<file path="src/verilog/db_edge_pkg.sv">
/* db_edge_pkg: geometry, PU mode codes and edge map types for the
   prediction-unit edge map of one 64x64 luma LCU */
package db_edge_pkg;

	// ------------------------------------------------------------------
	// LCU geometry in 4-pixel rows or columns and 8-pixel edge positions
	// ------------------------------------------------------------------
	localparam int LCU_ROWS      = 16;  // 4-pixel rows or columns per LCU
	localparam int LCU_EDGES     = 7;   // internal edges at 8..56
	localparam int LCU_MID_EDGE  = 3;   // the 32-pixel edge
	localparam int QUAD_ROWS     = 8;   // 4-pixel rows per 32x32 quadrant
	localparam int QUAD_EDGES    = 3;   // local 8, 16, 24
	localparam int QUAD_MID_EDGE = 1;   // local 16-pixel edge
	localparam int CU16_ROWS     = 4;   // 4-pixel rows per 16x16 CU
	localparam int NUM_QUADS     = 4;
	localparam int CU16_PER_QUAD = 4;

	// quadtree flag layout in z-order throughout
	localparam int NUM_CUS      = 21;   // 1 + 4 + 16
	localparam int CU_QUAD_BASE = 1;    // first 32x32 CU
	localparam int CU16_BASE    = 5;    // first 16x16 CU

	// ------------------------------------------------------------------
	// PU partition modes
	// ------------------------------------------------------------------
	localparam int MODE_W = 2;

	typedef logic [MODE_W-1:0] pu_mode_t;

	localparam pu_mode_t PU_2NX2N = 2'd0;
	localparam pu_mode_t PU_2NXN  = 2'd1;  // horizontal cut
	localparam pu_mode_t PU_NX2N  = 2'd2;  // vertical cut
	localparam pu_mode_t PU_NXN   = 2'd3;  // both

	localparam int MODE_VER_BIT = 1;
	localparam int MODE_HOR_BIT = 0;

	// ------------------------------------------------------------------
	// input vectors
	// ------------------------------------------------------------------
	typedef logic [NUM_CUS-1:0]        cu_split_t;     // bit 0 is the LCU
	typedef logic [MODE_W*NUM_CUS-1:0] pu_mode_vec_t;  // two bits per CU

	typedef struct packed {
		logic                            split;
		pu_mode_t                        mode;
		logic [CU16_PER_QUAD-1:0]        cu16_split;
		pu_mode_t [CU16_PER_QUAD-1:0]    cu16_mode;
	} quad_cfg_s;

	// ------------------------------------------------------------------
	// edge maps
	// ------------------------------------------------------------------
	typedef logic [QUAD_EDGES-1:0] quad_row_t;   // vertical edges of a quadrant row
	typedef logic [QUAD_ROWS-1:0]  quad_col_t;   // one horizontal edge of a quadrant
	typedef logic [LCU_EDGES-1:0]  edge_row_t;   // bit k is the edge at x = 8(k+1)
	typedef logic [LCU_ROWS-1:0]   edge_col_t;   // bit c is 4-pixel column c

	typedef struct packed {
		quad_row_t [QUAD_ROWS-1:0]  ver;
		quad_col_t [QUAD_EDGES-1:0] hor;
	} quad_edge_s;

	typedef struct packed {
		edge_row_t [LCU_ROWS-1:0]  ver;          // index is the 4-pixel row
		edge_col_t [LCU_EDGES-1:0] hor;          // index k is the edge at y = 8(k+1)
	} lcu_edge_s;

endpackage
</file>
<file path="src/verilog/db_pu_edge.sv">
/* db_pu_edge: PU edge map of one 64x64 luma LCU for the deblocking filter,
   from the CU quadtree split flags and PU partition modes */
module db_pu_edge (
	input  logic                      clk,
	input  logic                      reset_i,
	input  logic                      load_i,
	input  db_edge_pkg::cu_split_t    cu_split_i,
	input  db_edge_pkg::pu_mode_vec_t pu_mode_i,
	output db_edge_pkg::lcu_edge_s    edge_o,
	output logic                      edge_valid_o
);
	import db_edge_pkg::*;

	quad_cfg_s  quad_cfg  [NUM_QUADS];
	quad_edge_s quad_edge [NUM_QUADS];

	// quadrant q owns 32x32 CU q and 16x16 CUs 4q..4q+3
	for (genvar q = 0; q < NUM_QUADS; q++) begin : gen_cfg
		assign quad_cfg[q].split      = cu_split_i[CU_QUAD_BASE + q];
		assign quad_cfg[q].mode       = pu_mode_i[MODE_W*(CU_QUAD_BASE + q) +: MODE_W];
		assign quad_cfg[q].cu16_split =
			cu_split_i[CU16_BASE + CU16_PER_QUAD*q +: CU16_PER_QUAD];
		assign quad_cfg[q].cu16_mode  =
			pu_mode_i[MODE_W*(CU16_BASE + CU16_PER_QUAD*q) +: MODE_W*CU16_PER_QUAD];
	end

	db_quad_edge quad0 (.cfg_i(quad_cfg[0]), .edge_o(quad_edge[0]));  // top left
	db_quad_edge quad1 (.cfg_i(quad_cfg[1]), .edge_o(quad_edge[1]));  // top right
	db_quad_edge quad2 (.cfg_i(quad_cfg[2]), .edge_o(quad_edge[2]));  // bottom left
	db_quad_edge quad3 (.cfg_i(quad_cfg[3]), .edge_o(quad_edge[3]));  // bottom right

	db_edge_map map0 (
		.clk          (clk),
		.reset_i      (reset_i),
		.load_i       (load_i),
		.lcu_split_i  (cu_split_i[0]),
		.lcu_mode_i   (pu_mode_i[MODE_W-1:0]),
		.quad_i       (quad_edge),
		.edge_o       (edge_o),
		.edge_valid_o (edge_valid_o)
	);

endmodule

</file>
<file path="src/verilog/db_edge_map.sv">
/* db_edge_map: adds the 64x64 level, places the four quadrant maps into the
   LCU edge map and holds the result for one LCU */
module db_edge_map (
	input  logic                    clk,
	input  logic                    reset_i,
	input  logic                    load_i,
	input  logic                    lcu_split_i,
	input  db_edge_pkg::pu_mode_t   lcu_mode_i,
	input  db_edge_pkg::quad_edge_s quad_i [db_edge_pkg::NUM_QUADS],
	output db_edge_pkg::lcu_edge_s  edge_o,
	output logic                    edge_valid_o
);
	import db_edge_pkg::*;

	logic      lcu_ver;     // x = 32 edge
	logic      lcu_hor;     // y = 32 edge
	lcu_edge_s map_next;    // map of the current inputs

	// ------------------------------------------------------------------
	// 64x64 level
	// ------------------------------------------------------------------
	assign lcu_ver = lcu_split_i | lcu_mode_i[MODE_VER_BIT];
	assign lcu_hor = lcu_split_i | lcu_mode_i[MODE_HOR_BIT];

	// ------------------------------------------------------------------
	// LCU map
	// ------------------------------------------------------------------
	always_comb begin
		map_next = '0;

		for (int r = 0; r < LCU_ROWS; r++) begin
			map_next.ver[r][LCU_MID_EDGE] = lcu_ver;
		end
		map_next.hor[LCU_MID_EDGE] = {LCU_ROWS{lcu_hor}};

		// quadrant edges only exist inside a split LCU
		if (lcu_split_i) begin
			for (int q = 0; q < NUM_QUADS; q++) begin
				// vertical edges take rows by q/2 and edge columns by q%2
				for (int r = 0; r < QUAD_ROWS; r++) begin
					for (int k = 0; k < QUAD_EDGES; k++) begin
						map_next.ver[QUAD_ROWS*(q/2) + r][(LCU_MID_EDGE+1)*(q%2) + k] =
							quad_i[q].ver[r][k];
					end
				end

				// horizontal edges take edge rows by q/2 and columns by q%2
				for (int k = 0; k < QUAD_EDGES; k++) begin
					for (int c = 0; c < QUAD_ROWS; c++) begin
						map_next.hor[(LCU_MID_EDGE+1)*(q/2) + k][QUAD_ROWS*(q%2) + c] =
							quad_i[q].hor[k][c];
					end
				end
			end
		end
	end

	// ------------------------------------------------------------------
	// LCU register
	// ------------------------------------------------------------------
	always_ff @(posedge clk) begin
		if (reset_i) begin
			edge_o       <= '0;
			edge_valid_o <= 1'b0;
		end else begin
			edge_valid_o <= load_i;                  // one-cycle pulse per load
			if (load_i) begin
				edge_o <= map_next;
			end
		end
	end

endmodule

</file>
<file path="src/verilog/db_quad_edge.sv">
/* db_quad_edge: PU edge decisions inside one 32x32 quadrant and its four
   16x16 CUs, all in quadrant-local coordinates */
module db_quad_edge (
	input  db_edge_pkg::quad_cfg_s  cfg_i,
	output db_edge_pkg::quad_edge_s edge_o
);
	import db_edge_pkg::*;

	logic                     mid_ver;   // local x = 16
	logic                     mid_hor;   // local y = 16
	logic [CU16_PER_QUAD-1:0] sub_ver;   // 8-pixel vertical edge of each 16x16 CU
	logic [CU16_PER_QUAD-1:0] sub_hor;   // 8-pixel horizontal edge of each 16x16 CU

	// ------------------------------------------------------------------
	// 32x32 level
	// ------------------------------------------------------------------
	always_comb begin
		if (cfg_i.split) begin
			mid_ver = 1'b1;                          // four 16x16 CUs
			mid_hor = 1'b1;
		end else begin
			mid_ver = cfg_i.mode[MODE_VER_BIT];      // Nx2N or NxN
			mid_hor = cfg_i.mode[MODE_HOR_BIT];      // 2NxN or NxN
		end
	end

	// ------------------------------------------------------------------
	// 16x16 level
	// ------------------------------------------------------------------
	// an unsplit quadrant has no finer edges at all, and a 16x16 CU with
	// its flag set is four 8x8 CUs, which cuts it both ways
	always_comb begin
		for (int i = 0; i < CU16_PER_QUAD; i++) begin
			if (!cfg_i.split) begin
				sub_ver[i] = 1'b0;
				sub_hor[i] = 1'b0;
			end else if (cfg_i.cu16_split[i]) begin
				sub_ver[i] = 1'b1;                   // 8x8 CUs
				sub_hor[i] = 1'b1;
			end else begin
				sub_ver[i] = cfg_i.cu16_mode[i][MODE_VER_BIT];
				sub_hor[i] = cfg_i.cu16_mode[i][MODE_HOR_BIT];
			end
		end
	end

	// ------------------------------------------------------------------
	// placement into the local map
	// ------------------------------------------------------------------
	always_comb begin
		edge_o = '0;

		// 16-pixel edges span the whole quadrant
		for (int r = 0; r < QUAD_ROWS; r++) begin
			edge_o.ver[r][QUAD_MID_EDGE] = mid_ver;
		end
		edge_o.hor[QUAD_MID_EDGE] = {QUAD_ROWS{mid_hor}};

		// CU i sits at column i%2, row i/2 of the 2x2 z-order grid
		for (int i = 0; i < CU16_PER_QUAD; i++) begin
			for (int j = 0; j < CU16_ROWS; j++) begin
				edge_o.ver[CU16_ROWS*(i/2) + j][(QUAD_MID_EDGE+1)*(i%2)] = sub_ver[i];
				edge_o.hor[(QUAD_MID_EDGE+1)*(i/2)][CU16_ROWS*(i%2) + j] = sub_hor[i];
			end
		end
	end

endmodule

</file>
<file path="config.mk">
export PLATFORM = sky130hd
export DESIGN_NAME = db_pu_edge
export DESIGN_NICKNAME = d
export VERILOG_FILES = /design/src/verilog/db_edge_pkg.sv /design/src/verilog/db_pu_edge.sv /design/src/verilog/db_edge_map.sv /design/src/verilog/db_quad_edge.sv
export SDC_FILE = /design/constraint.sdc
export NUM_CORES = 1
export LEC_CHECK = 0
export BUFFER_PORTS_ARGS = -buffer_cell sky130_fd_sc_hd__clkbuf_2
export CORE_AREA = 2 2 112 114
export CTS_BUF_LIST = sky130_fd_sc_hd__clkbuf_8
export DETAILED_ROUTE_END_ITERATION = 10
export DIE_AREA = 0 0 114 116
export GPL_TIMING_DRIVEN = 0
export MAX_ROUTING_LAYER = met4
export PLACE_DENSITY_LB_ADDON = 0.05
export SETUP_SLACK_MARGIN = 0.05
export SKIP_CTS_REPAIR_TIMING = 1
export SLEW_MARGIN = 10
export SYNTH_ARGS = -nofsm -noshare
export SYNTH_HDL_FRONTEND = slang
export SYNTH_SLANG_ARGS = --single-unit
</file>
<file path="constraint.sdc">
create_clock -name clk -period 2.9 [get_ports clk]
set_clock_uncertainty 0.2 [all_clocks]
set_input_delay 0.29 -clock clk [delete_from_list [all_inputs] [get_ports clk]]
set_output_delay 0.29 -clock clk [all_outputs]
set_load 0.01 [all_outputs]
</file>
Word level (Yosys, flattened, before mapping):

Index checks and enable logic that the tools add are counted.

* add/subtract/negate cells: 0
* multiply operators: 0
* divide/modulo/power cells: 0
* $lt $le $gt $ge: 0
* equal/unequal tests: 0
* shifts and indexed selects: 0
* mux-type cells: 82
* bitwise operators: 2
* reduce and logical (&&, ||, !) cells: 0

Operator list (count)
* two-way mux 1 bit: 72
* two-way mux 51 bit: 1
* two-way mux 48 bit: 1
* two-way mux 6 bit: 7
* two-way mux 3 bit: 1
* bitwise OR 1 bit: 2

* flip-flop bits (word level): 182
* latch bits: 0
* RAM bits: 0
* memory bits (read-only): 0
* input bits: 66
* output and inout bits: 225
* word-level logic and storage cells: 104
* memories kept: 0

Longest topological paths before layout:

Gate-level depths: netlist of the first run.

* depth in word-level cells: 3
* depth in mapped cells: 4
* depth with buffers taken out: 2

Cells and area by module:

A second synthesis of the first run with hierarchy kept.

* cells, all modules: 1099
* area total of the unflattened synthesis: 9283.9 µm²

By module, submodules not included
* db_edge_map: instances 1, cells each 895, area an instance 7747.4 µm², seq. area each 3903.7 µm²
* db_quad_edge: instances 4, cells each 51, area an instance 384.1 µm², seq. area each 0.0 µm²

Worst setup path before layout of the first run:

No wires, ideal clock.

* path kind: reg-to-output
* from: register, netlist name map0.edge_o[220]
* to: output port edge_o[122] in the netlist's numbering
* data arrival time: 0.797 ns
* data required time: 2.410 ns
* setup slack: 1.613 ns
* stages on the path, launching flop included: 2
* path buffers: 1
* cells stage by stage: dfxtp_1 buf_4

RTL lines
* end: declaration: line db_pu_edge.sv:9 `output db_edge_pkg::lcu_edge_s edge_o,`

Worst setup path in the final report of the first run:

* from: register, netlist name map0.edge_o[48]
* to: output port edge_o[55] in the netlist's numbering

No word-level cell between the ends.

==> results.toml, run 1 <==
[placement]
gp_congestion = 0.698
placed_area_um2 = 4620
io_buffer_count = 288
pre_cts_ws_ns = 1.44
place_inst = 769
hpwl_um = 7730

[detailed_routing]
drt_wl_total_um = 9180
drcViolationCount = 0
first_pass_iters = 2
via_per_inst = 3.83
ant_nets = 0
drt_iter0_markers = 45
num_vias = 2973
avgRoutedWirePerCell_um = 11.8

[pwr]
leakage_uw = 0.00292
ir_drop_mv = 0.161
p_per_area_nw_per_um2 = 332

[die]
std_cell_rows = 40
dieArea_um2 = 13200
core_um2 = 11900
die_w_um = 114
die_height_um = 116
initial_core_util = 0.251
pin_count = 291

[critical_path]
required_ns = 2.41
cp.arrival_ns = 1.27
r2r_cells = 2
rr_endpoint = "map0.edge_o[48]"
rrSetupSlack_ns = 1.64
startpoint_type = "flip-flop"
worstSetupPathType = "reg2out"
endpoint_kind = "primary output"
path_max_fanout = 17
timing.rr.start = "map0.edge_o[48]"

[final_layout]
n_antenna_cell = 0
synthToLayoutAreaGrowth_pct = 57.7
nets = 695
stdcell_area_um2 = 4720
finish.utilization = 0.397
drive_above_1_share = 0.781
fin_cells = 777

[timing]
slew_headroom = 0.650
rsz0062_at_grt = "false"
fmax_ghz = 0.569
finalSetupViolations = 0
final.min_clock_period_ns = 1.76
slew_viol_final = 0
fin_crit_sh = 0.606
tns_ns = 0
layout_setup_ws_ns = 1.14
hold_viol = 0
worst_pin_slew_ns = 0.524

[hold_path]
min_path_type = "in2reg"
holdPathEnd = "map0.edge_o[191]"
hold_depth = 3
hp-start = "pu_mode_i[29]"

[global_routing]
grt_max_degree = 18
grt_pass1_wl_um = 13200
antenna_found_initial = 0
grt-ovfl-total = 0
grt_pass1_vias = 2559
grtUsageTotal = 0.130

[job]
cap_viol_max_count = 0

[cts]
root_buffer = "clkbuf_8"
clk_pin_slew_worst_paths_ns = 0.09
worstSkewPairLatency_ns = 0.29
clock_path_buffers = 2
numCtsBuffers = 5
tritoncts = "built"
cts.sink_count = 43
htreeDepth = 2

[logic_synthesis]
synth-seq-cells = 43
synth-warning-count = 0
synth_top_area_frac = 0.459
synth_area_leader_cell = "buf_4"
syn-num-nets = 400
avgSynthCellArea_um2 = 8.97
synthTopCellsByArea = "buf_4, dfxtp_1, o2bb2ai_1"
synth_seq_area_share = 0.287
synthCells = 334
synth.distinct_cells = 14
syn_area_um2 = 3000

[run_status]
outcome = "finished, final reports clean"
## flip-flops by register name, indices dropped and copies added, names as in the netlist
signal / cells
map0.edge_o: 42
map0.edge_valid_o: 1
## where the power goes
part	switching (uW)	leakage, uW	internal, uW	total (uW)
Combinational	204	0.00252	278	483
Clock	215	0.0000505	217	432
Sequential	42.2	0.000351	614	656
Total	461	0.00292	1110	1570
## synth_stat cells
cell type and number:
o2bb2ai_1 32, o211ai_1 8, nand2b_1 8, buf_12 1, nor2b_1 1, buf_4 183
buf_6 2, nor2_4 1, nor2_1 36, a21oi_1 8, dfxtp_1 43, a211oi_1 2
nand4b_4 4, buf_2 5
## cell families (layout without fill, tap and decap cells)
kind of cell,count (synthesis),after routing,synth area share
flip-flops,43,43,0.287
AND/OR/NAND/NOR,50,50,0.0994
AO/OA/AOI/OAI,50,50,0.132
buffers and inverters,191,487,0.481
## layout by cell type, fill, tap and decap left out
cell type,count
dfxtp_1,43
nor2_1,36
clkbuf_8,7
a21oi_1,8
clkinvlp_4,1
buf_12,1
a211oi_1,2
nand4b_4,4
o2bb2ai_1,32
nor2b_1,1
nand2b_1,8
clkbuf_2,288
buf_2,5
o211ai_1,8
nor2_4,1
buf_6,2
buf_4,183
## area by class of cell
class	instances	area, um^2
Timing Repair Buffer	288	1440
Buffer	191	1440
Fill cell	1253	7190
Tap cell	147	184
Clock inverter	1	7.51
Sequential cell	43	861
Multi-Input combinational cell	100	693
Clock buffer	7	96.3
## critical path, stage by stage (launching register included)
cell,delay (ns)
dfxtp_1,0.66
buf_4,0.19
clkbuf_2,0.12
## through the flow
stage | hold slack [ns] | total power, uW
floorplan | 0.162 | 952
global placement | 0.306 | 1160
detailed placement | 0.309 | 1160
CTS | 0.0158 | 1610
global route | 0.0267 | 1670
finish | 0.0243 | 1570
## layer usage
| metal | up-vias | share of wire | GRT usage |
|---|---|---|---|
| met4 | 0 | 0.0074 | 0.0293 |
| met1 | 1298 | 0.39 | 0.142 |
| li1 | 1507 | - | - |
| met3 | 4 | 0.084 | 0.0314 |
| met5 | - | 0 | - |
| met2 | 164 | 0.52 | 0.239 |
## how the worst max path moves through the flow
stage	startpoint	to	cells after the start
global route	map0.edge_o[220]	edge_o[150]	2
global placement	map0.edge_o[48]	edge_o[57]	2
floorplan	map0.edge_o[220]	edge_o[122]	1
finish	map0.edge_o[48]	edge_o[55]	2
detailed placement	map0.edge_o[48]	edge_o[58]	2
CTS	map0.edge_o[220]	edge_o[157]	2
No activity file was read; power rests on OpenSTA's default activity.
==> run 2, diff against run 1 <==
- CORE_AREA: 2 2 112 114 -> 2 2 113 115
- DIE_AREA: 0 0 114 116 -> 0 0 115 117
- clock period: 2.9 -> 1.8 ns (I/O delays scaled with it)
==> run 2 against run 1 <==
  * The flow now finishes with violations (negative hold slack)
  * Sequential share of layout area down 2.3 points
  * Die area up 1.7%
  * Via count up 7.8%
  * Worst hold slack worse by 0.054 ns
  * Critical path type unchanged
==> results.toml, run 2 (synthesis gave the netlist of run 1 again) <==
[detailed_routing]
num_vias = 3206
first_pass_iters = 4
avgRoutedWirePerCell_um = 11.2
via_per_inst = 3.79
drt_wl_total_um = 9430
ant_nets = 0
drcViolationCount = 0
drt_iter0_markers = 41

[die]
pin_count = 291
die_w_um = 115
std_cell_rows = 41
core_um2 = 12300
initial_core_util = 0.243
dieArea_um2 = 13500
die_height_um = 117

[final_layout]
regMostFlops = "map0.edge_o"
synthToLayoutAreaGrowth_pct = 80.0
largest_reg_flops = 42
largest_registers = "map0.edge_o (42), map0.edge_valid_o (1)"
nFillCells = 1256
n_antenna_cell = 0
drive_above_1_share = 0.708
nets = 760
layout_commonest_cell = "clkbuf_2"
final_cell_mix = "clkbuf_2, buf_4, dlygate4sd3_1, dfxtp_1, nor2_1"
stdcell_area_um2 = 5390
register_area_um2 = 861
multi_input_area_um2 = 693

[timing]
finalSetupViolations = 0
slew_viol_final = 0
rsz0062_at_grt = "false"
fin_crit_sh = 0.905
tns_ns = 0
whs_ns = -0.0298
final.min_clock_period_ns = 1.63
hold_viol = 6
worst_pin_slew_ns = 0.513
slew_headroom = 0.658
fmax_ghz = 0.614

[cts]
htreeDepth = 2
numCtsBuffers = 5
root_buffer = "clkbuf_8"
worstSkewPairLatency_ns = 0.29
tritoncts = "built"
cts.sink_count = 43
clock_path_buffers = 2
clk_pin_slew_worst_paths_ns = 0.09

[global_routing]
grtUsageTotal = 0.124
grt_pass1_wl_um = 12600
grt_max_degree = 18
antenna_found_initial = 0
grt-ovfl-total = 0
grt_pass1_vias = 2491

[critical_path]
startpoint_type = "flip-flop"
endpoint_kind = "primary output"
path_max_fanout = 17
timing.rr.start = "map0.edge_o[48]"
cp.arrival_ns = 1.25
rr_endpoint = "map0.edge_o[48]"
r2r_cells = 2
crit_start = "map0.edge_o[48]"
worstSetupPathType = "reg2out"
required_ns = 1.42
rrSetupSlack_ns = 0.57
crit_end = "edge_o[52]"

[placement]
gp_congestion = 0.662
io_buffer_count = 288
hpwl_um = 7590
placed_area_um2 = 4620

[run_status]
violations = "negative hold slack"
outcome = "finished with violations"

[job]
cap_viol_max_count = 0

[pwr]
ir_drop_mv = 0.401
leakage_uw = 0.00325
p_per_area_nw_per_um2 = 506

[hold_path]
min_path_type = "in2reg"
## run 2: area by class of cell
class	instances	area share
clock buffer	6	0.0153
tap	150	0.0348
timing repair buffer	353	0.388
sequential	43	0.160
multi-input combinational	100	0.129
clock inverter	2	0.00650
buffer	191	0.267
## run 2: worst min path at each step
stage,start,cells past startpoint,end
2_1_floorplan,reset_i,1,map0.edge_valid_o
3_3_place_gp,pu_mode_i[40],3,map0.edge_o[110]
3_5_place_dp,pu_mode_i[40],3,map0.edge_o[110]
4_1_cts,pu_mode_i[26],3,map0.edge_o[67]
5_1_grt,cu_split_i[10],3,map0.edge_o[139]
6_report,cu_split_i[15],3,map0.edge_o[217]
## run 2: report_power, final
| part | switching, uW | internal, uW |
|---|---|---|
| combinational | 350 | 540 |
| clock | 335 | 449 |
| sequential | 67.0 | 989 |
| total | 752 | 1980 |
## run 2: through the flow
| step | total power, uW | cells | utilization | worst slack [ns] | hold WS, ns |
|---|---|---|---|---|---|
| 2_1_floorplan | 1530 | 334 | - | 0.623 | 0.0516 |
| 3_3_place_gp | 1870 | 772 | 0.376 | 0.495 | 0.219 |
| 3_5_place_dp | 1870 | 772 | 0.376 | 0.461 | 0.227 |
| 4_1_cts | 2670 | 780 | 0.385 | 0.129 | -0.0893 |
| 5_1_grt | 2910 | 845 | 0.438 | 0.0587 | -0.00283 |
| 6_report | 2730 | 845 | 0.438 | 0.171 | -0.0298 |
## run 2: layer usage
metal | wire [um] | GRT usage | up-vias
met5 | 0 | - | -
met4 | 48 | 0.0265 | 0
met3 | 653 | 0.0252 | 2
met2 | 5020 | 0.220 | 156
met1 | 3700 | 0.146 | 1413
li1 | - | - | 1635
## run 2: critical path, cell delays in order, from the launching register on
cell      delay, ns
dfxtp_1        0.65
buf_4          0.20
clkbuf_2       0.12
==> run 3, diff against run 2 <==
- PLACE_DENSITY: unset -> 0.57
- PLACE_DENSITY_LB_ADDON: 0.05 -> unset
==> run 3 against run 2 <==
  * The run still ends with negative hold slack left
  * Clock power fell by 6.4%
  * Die area did not move
  * Worst setup slack got worse by 0.012 ns
  * Combinational power barely moved
  * Wire length barely moved
  * Non-clock buffer count fell by 1
  * Clock-buffer cell count fell by 1
  * Critical endpoint is now edge_o[49]
  * Largest power group unchanged
==> results.toml, run 3 (synthesis gave the netlist of run 1 again) <==
[final_layout]
regMostFlops = "map0.edge_o"
largest_reg_flops = 42
drive_above_1_share = 0.709
final_cell_mix = "clkbuf_2, buf_4, dlygate4sd3_1, dfxtp_1, nor2_1"
register_area_um2 = 862
fin_cells = 843
nFillCells = 1206
nets = 759
layout_commonest_cell = "clkbuf_2"
multi_input_area_um2 = 693
n_antenna_cell = 0
synthToLayoutAreaGrowth_pct = 79.2
largest_registers = "map0.edge_o (42), map0.edge_valid_o (1)"

[pwr]
p_int_uw = 1930
p_per_area_nw_per_um2 = 500
pwr-share-clk = 0.274
p_seq_frac = 0.394
ir_drop_mv = 0.396
leakage_uw = 0.00323
combPwrFrac = 0.332
power_switching_uw = 754
switching_share = 0.281

[critical_path]
startpoint_type = "flip-flop"
path_max_fanout = 17
crit_start = "map0.edge_o[48]"
required_ns = 1.42
rrSetupSlack_ns = 0.57
worstSetupPathType = "reg2out"
crit_end = "edge_o[49]"
r2r_cells = 2
endpoint_kind = "primary output"
timing.rr.start = "map0.edge_o[48]"
rr_endpoint = "map0.edge_o[48]"
cp.arrival_ns = 1.26

[run_status]
outcome = "finished with violations"
violations = "negative hold slack"

[timing]
whs_ns = -0.0255
tns_ns = 0
slew_viol_final = 0
final.min_clock_period_ns = 1.64
worst_pin_slew_ns = 0.522
finalSetupViolations = 0
fmax_ghz = 0.609
hold_viol = 3
slew_headroom = 0.652
fin_crit_sh = 0.912
rsz0062_at_grt = "false"

[global_routing]
grt_pass1_wl_um = 12000
antenna_found_initial = 0
grtUsageTotal = 0.118
grt_pass1_vias = 2399
grt_max_degree = 18
grt-ovfl-total = 0

[cts]
numCtsBuffers = 5
htreeDepth = 2
worstSkewPairLatency_ns = 0.29
cts.sink_count = 43
clock_path_buffers = 2
root_buffer = "clkbuf_8"
tritoncts = "built"
clk_pin_slew_worst_paths_ns = 0.09

[die]
core_um2 = 12300
dieArea_um2 = 13500
die_w_um = 115
std_cell_rows = 41
pin_count = 291
initial_core_util = 0.243
die_height_um = 117

[placement]
gp_congestion = 0.788
place_inst = 772
io_buffer_count = 288
hpwl_um = 7380

[detailed_routing]
drt_wl_total_um = 9420
via_per_inst = 3.81
top_layer_used = "met4"
wl_met3_um = 790
first_pass_iters = 4
ant_nets = 0
num_vias = 3212
wl_met1_um = 3680
avgRoutedWirePerCell_um = 11.2
drcViolationCount = 0
wl_met2_um = 4870
drt_iter0_markers = 53

[hold_path]
min_path_type = "in2reg"

[job]
cap_viol_max_count = 0
-- run 3: cell count changes in the layout (fill, tap and decap cells not counted) --
cell	previous run	this run
clkbuf_8	6	5
clkinv_2	1	0
dfxtp_1	43	42
dfxtp_2	0	1
dlygate4sd3_1	65	64
inv_1	0	1
-- run 3: worst min path at each step --
stage	from	end	slack, ns	depth (start not counted)
global route	cu_split_i[18]	map0.edge_o[78]	-0.01	3
floorplan	reset_i	map0.edge_valid_o	0.05	1
CTS	pu_mode_i[38]	map0.edge_o[107]	-0.08	3
detailed placement	pu_mode_i[37]	map0.edge_o[195]	0.23	3
global placement	pu_mode_i[17]	map0.edge_o[163]	0.22	3
finish	cu_split_i[18]	map0.edge_o[78]	-0.03	3
-- run 3: power by group through the flow --
stage	combinational [uW]	sequential [uW]	clock, uW
2_1_floorplan	451	1080	0
3_3_place_gp	787	1080	0
3_5_place_dp	790	1080	0
4_1_cts	792	1060	765
5_1_grt	969	1070	807
6_report	891	1060	734
-- run 3: metal layers --
metal | up-vias | GRT usage
li1 | 1632 | -
met1 | 1406 | 0.134
met2 | 170 | 0.213
met3 | 4 | 0.0263
met4 | 0 | 0.0289
met5 | - | -
-- run 3: cell type report --
type	count	share of cell area
flip-flops and latches	43	0.161
well taps	150	0.0350
clock inverters	2	0.00629
multi-input cells	100	0.129
clock buffers	5	0.0128
repair buffers	352	0.388
plain buffers	191	0.268
-- run 3: per-stage QoR --
step | setup slack (ns) | total power, uW | cell area (um^2) | util | hold slack, ns
2_1_floorplan | 0.623 | 1530 | 3000 | - | 0.0516
3_3_place_gp | 0.484 | 1860 | 4620 | 0.376 | 0.217
3_5_place_dp | 0.458 | 1870 | 4620 | 0.376 | 0.228
4_1_cts | 0.125 | 2620 | 4730 | 0.384 | -0.0845
5_1_grt | 0.0596 | 2850 | 5370 | 0.436 | -0.0132
6_report | 0.159 | 2680 | 5370 | 0.436 | -0.0255
-- run 3: critical path: stages, from the launching register on --
cell      delay, ns
dfxtp_1        0.65
buf_4          0.20
clkbuf_2       0.12
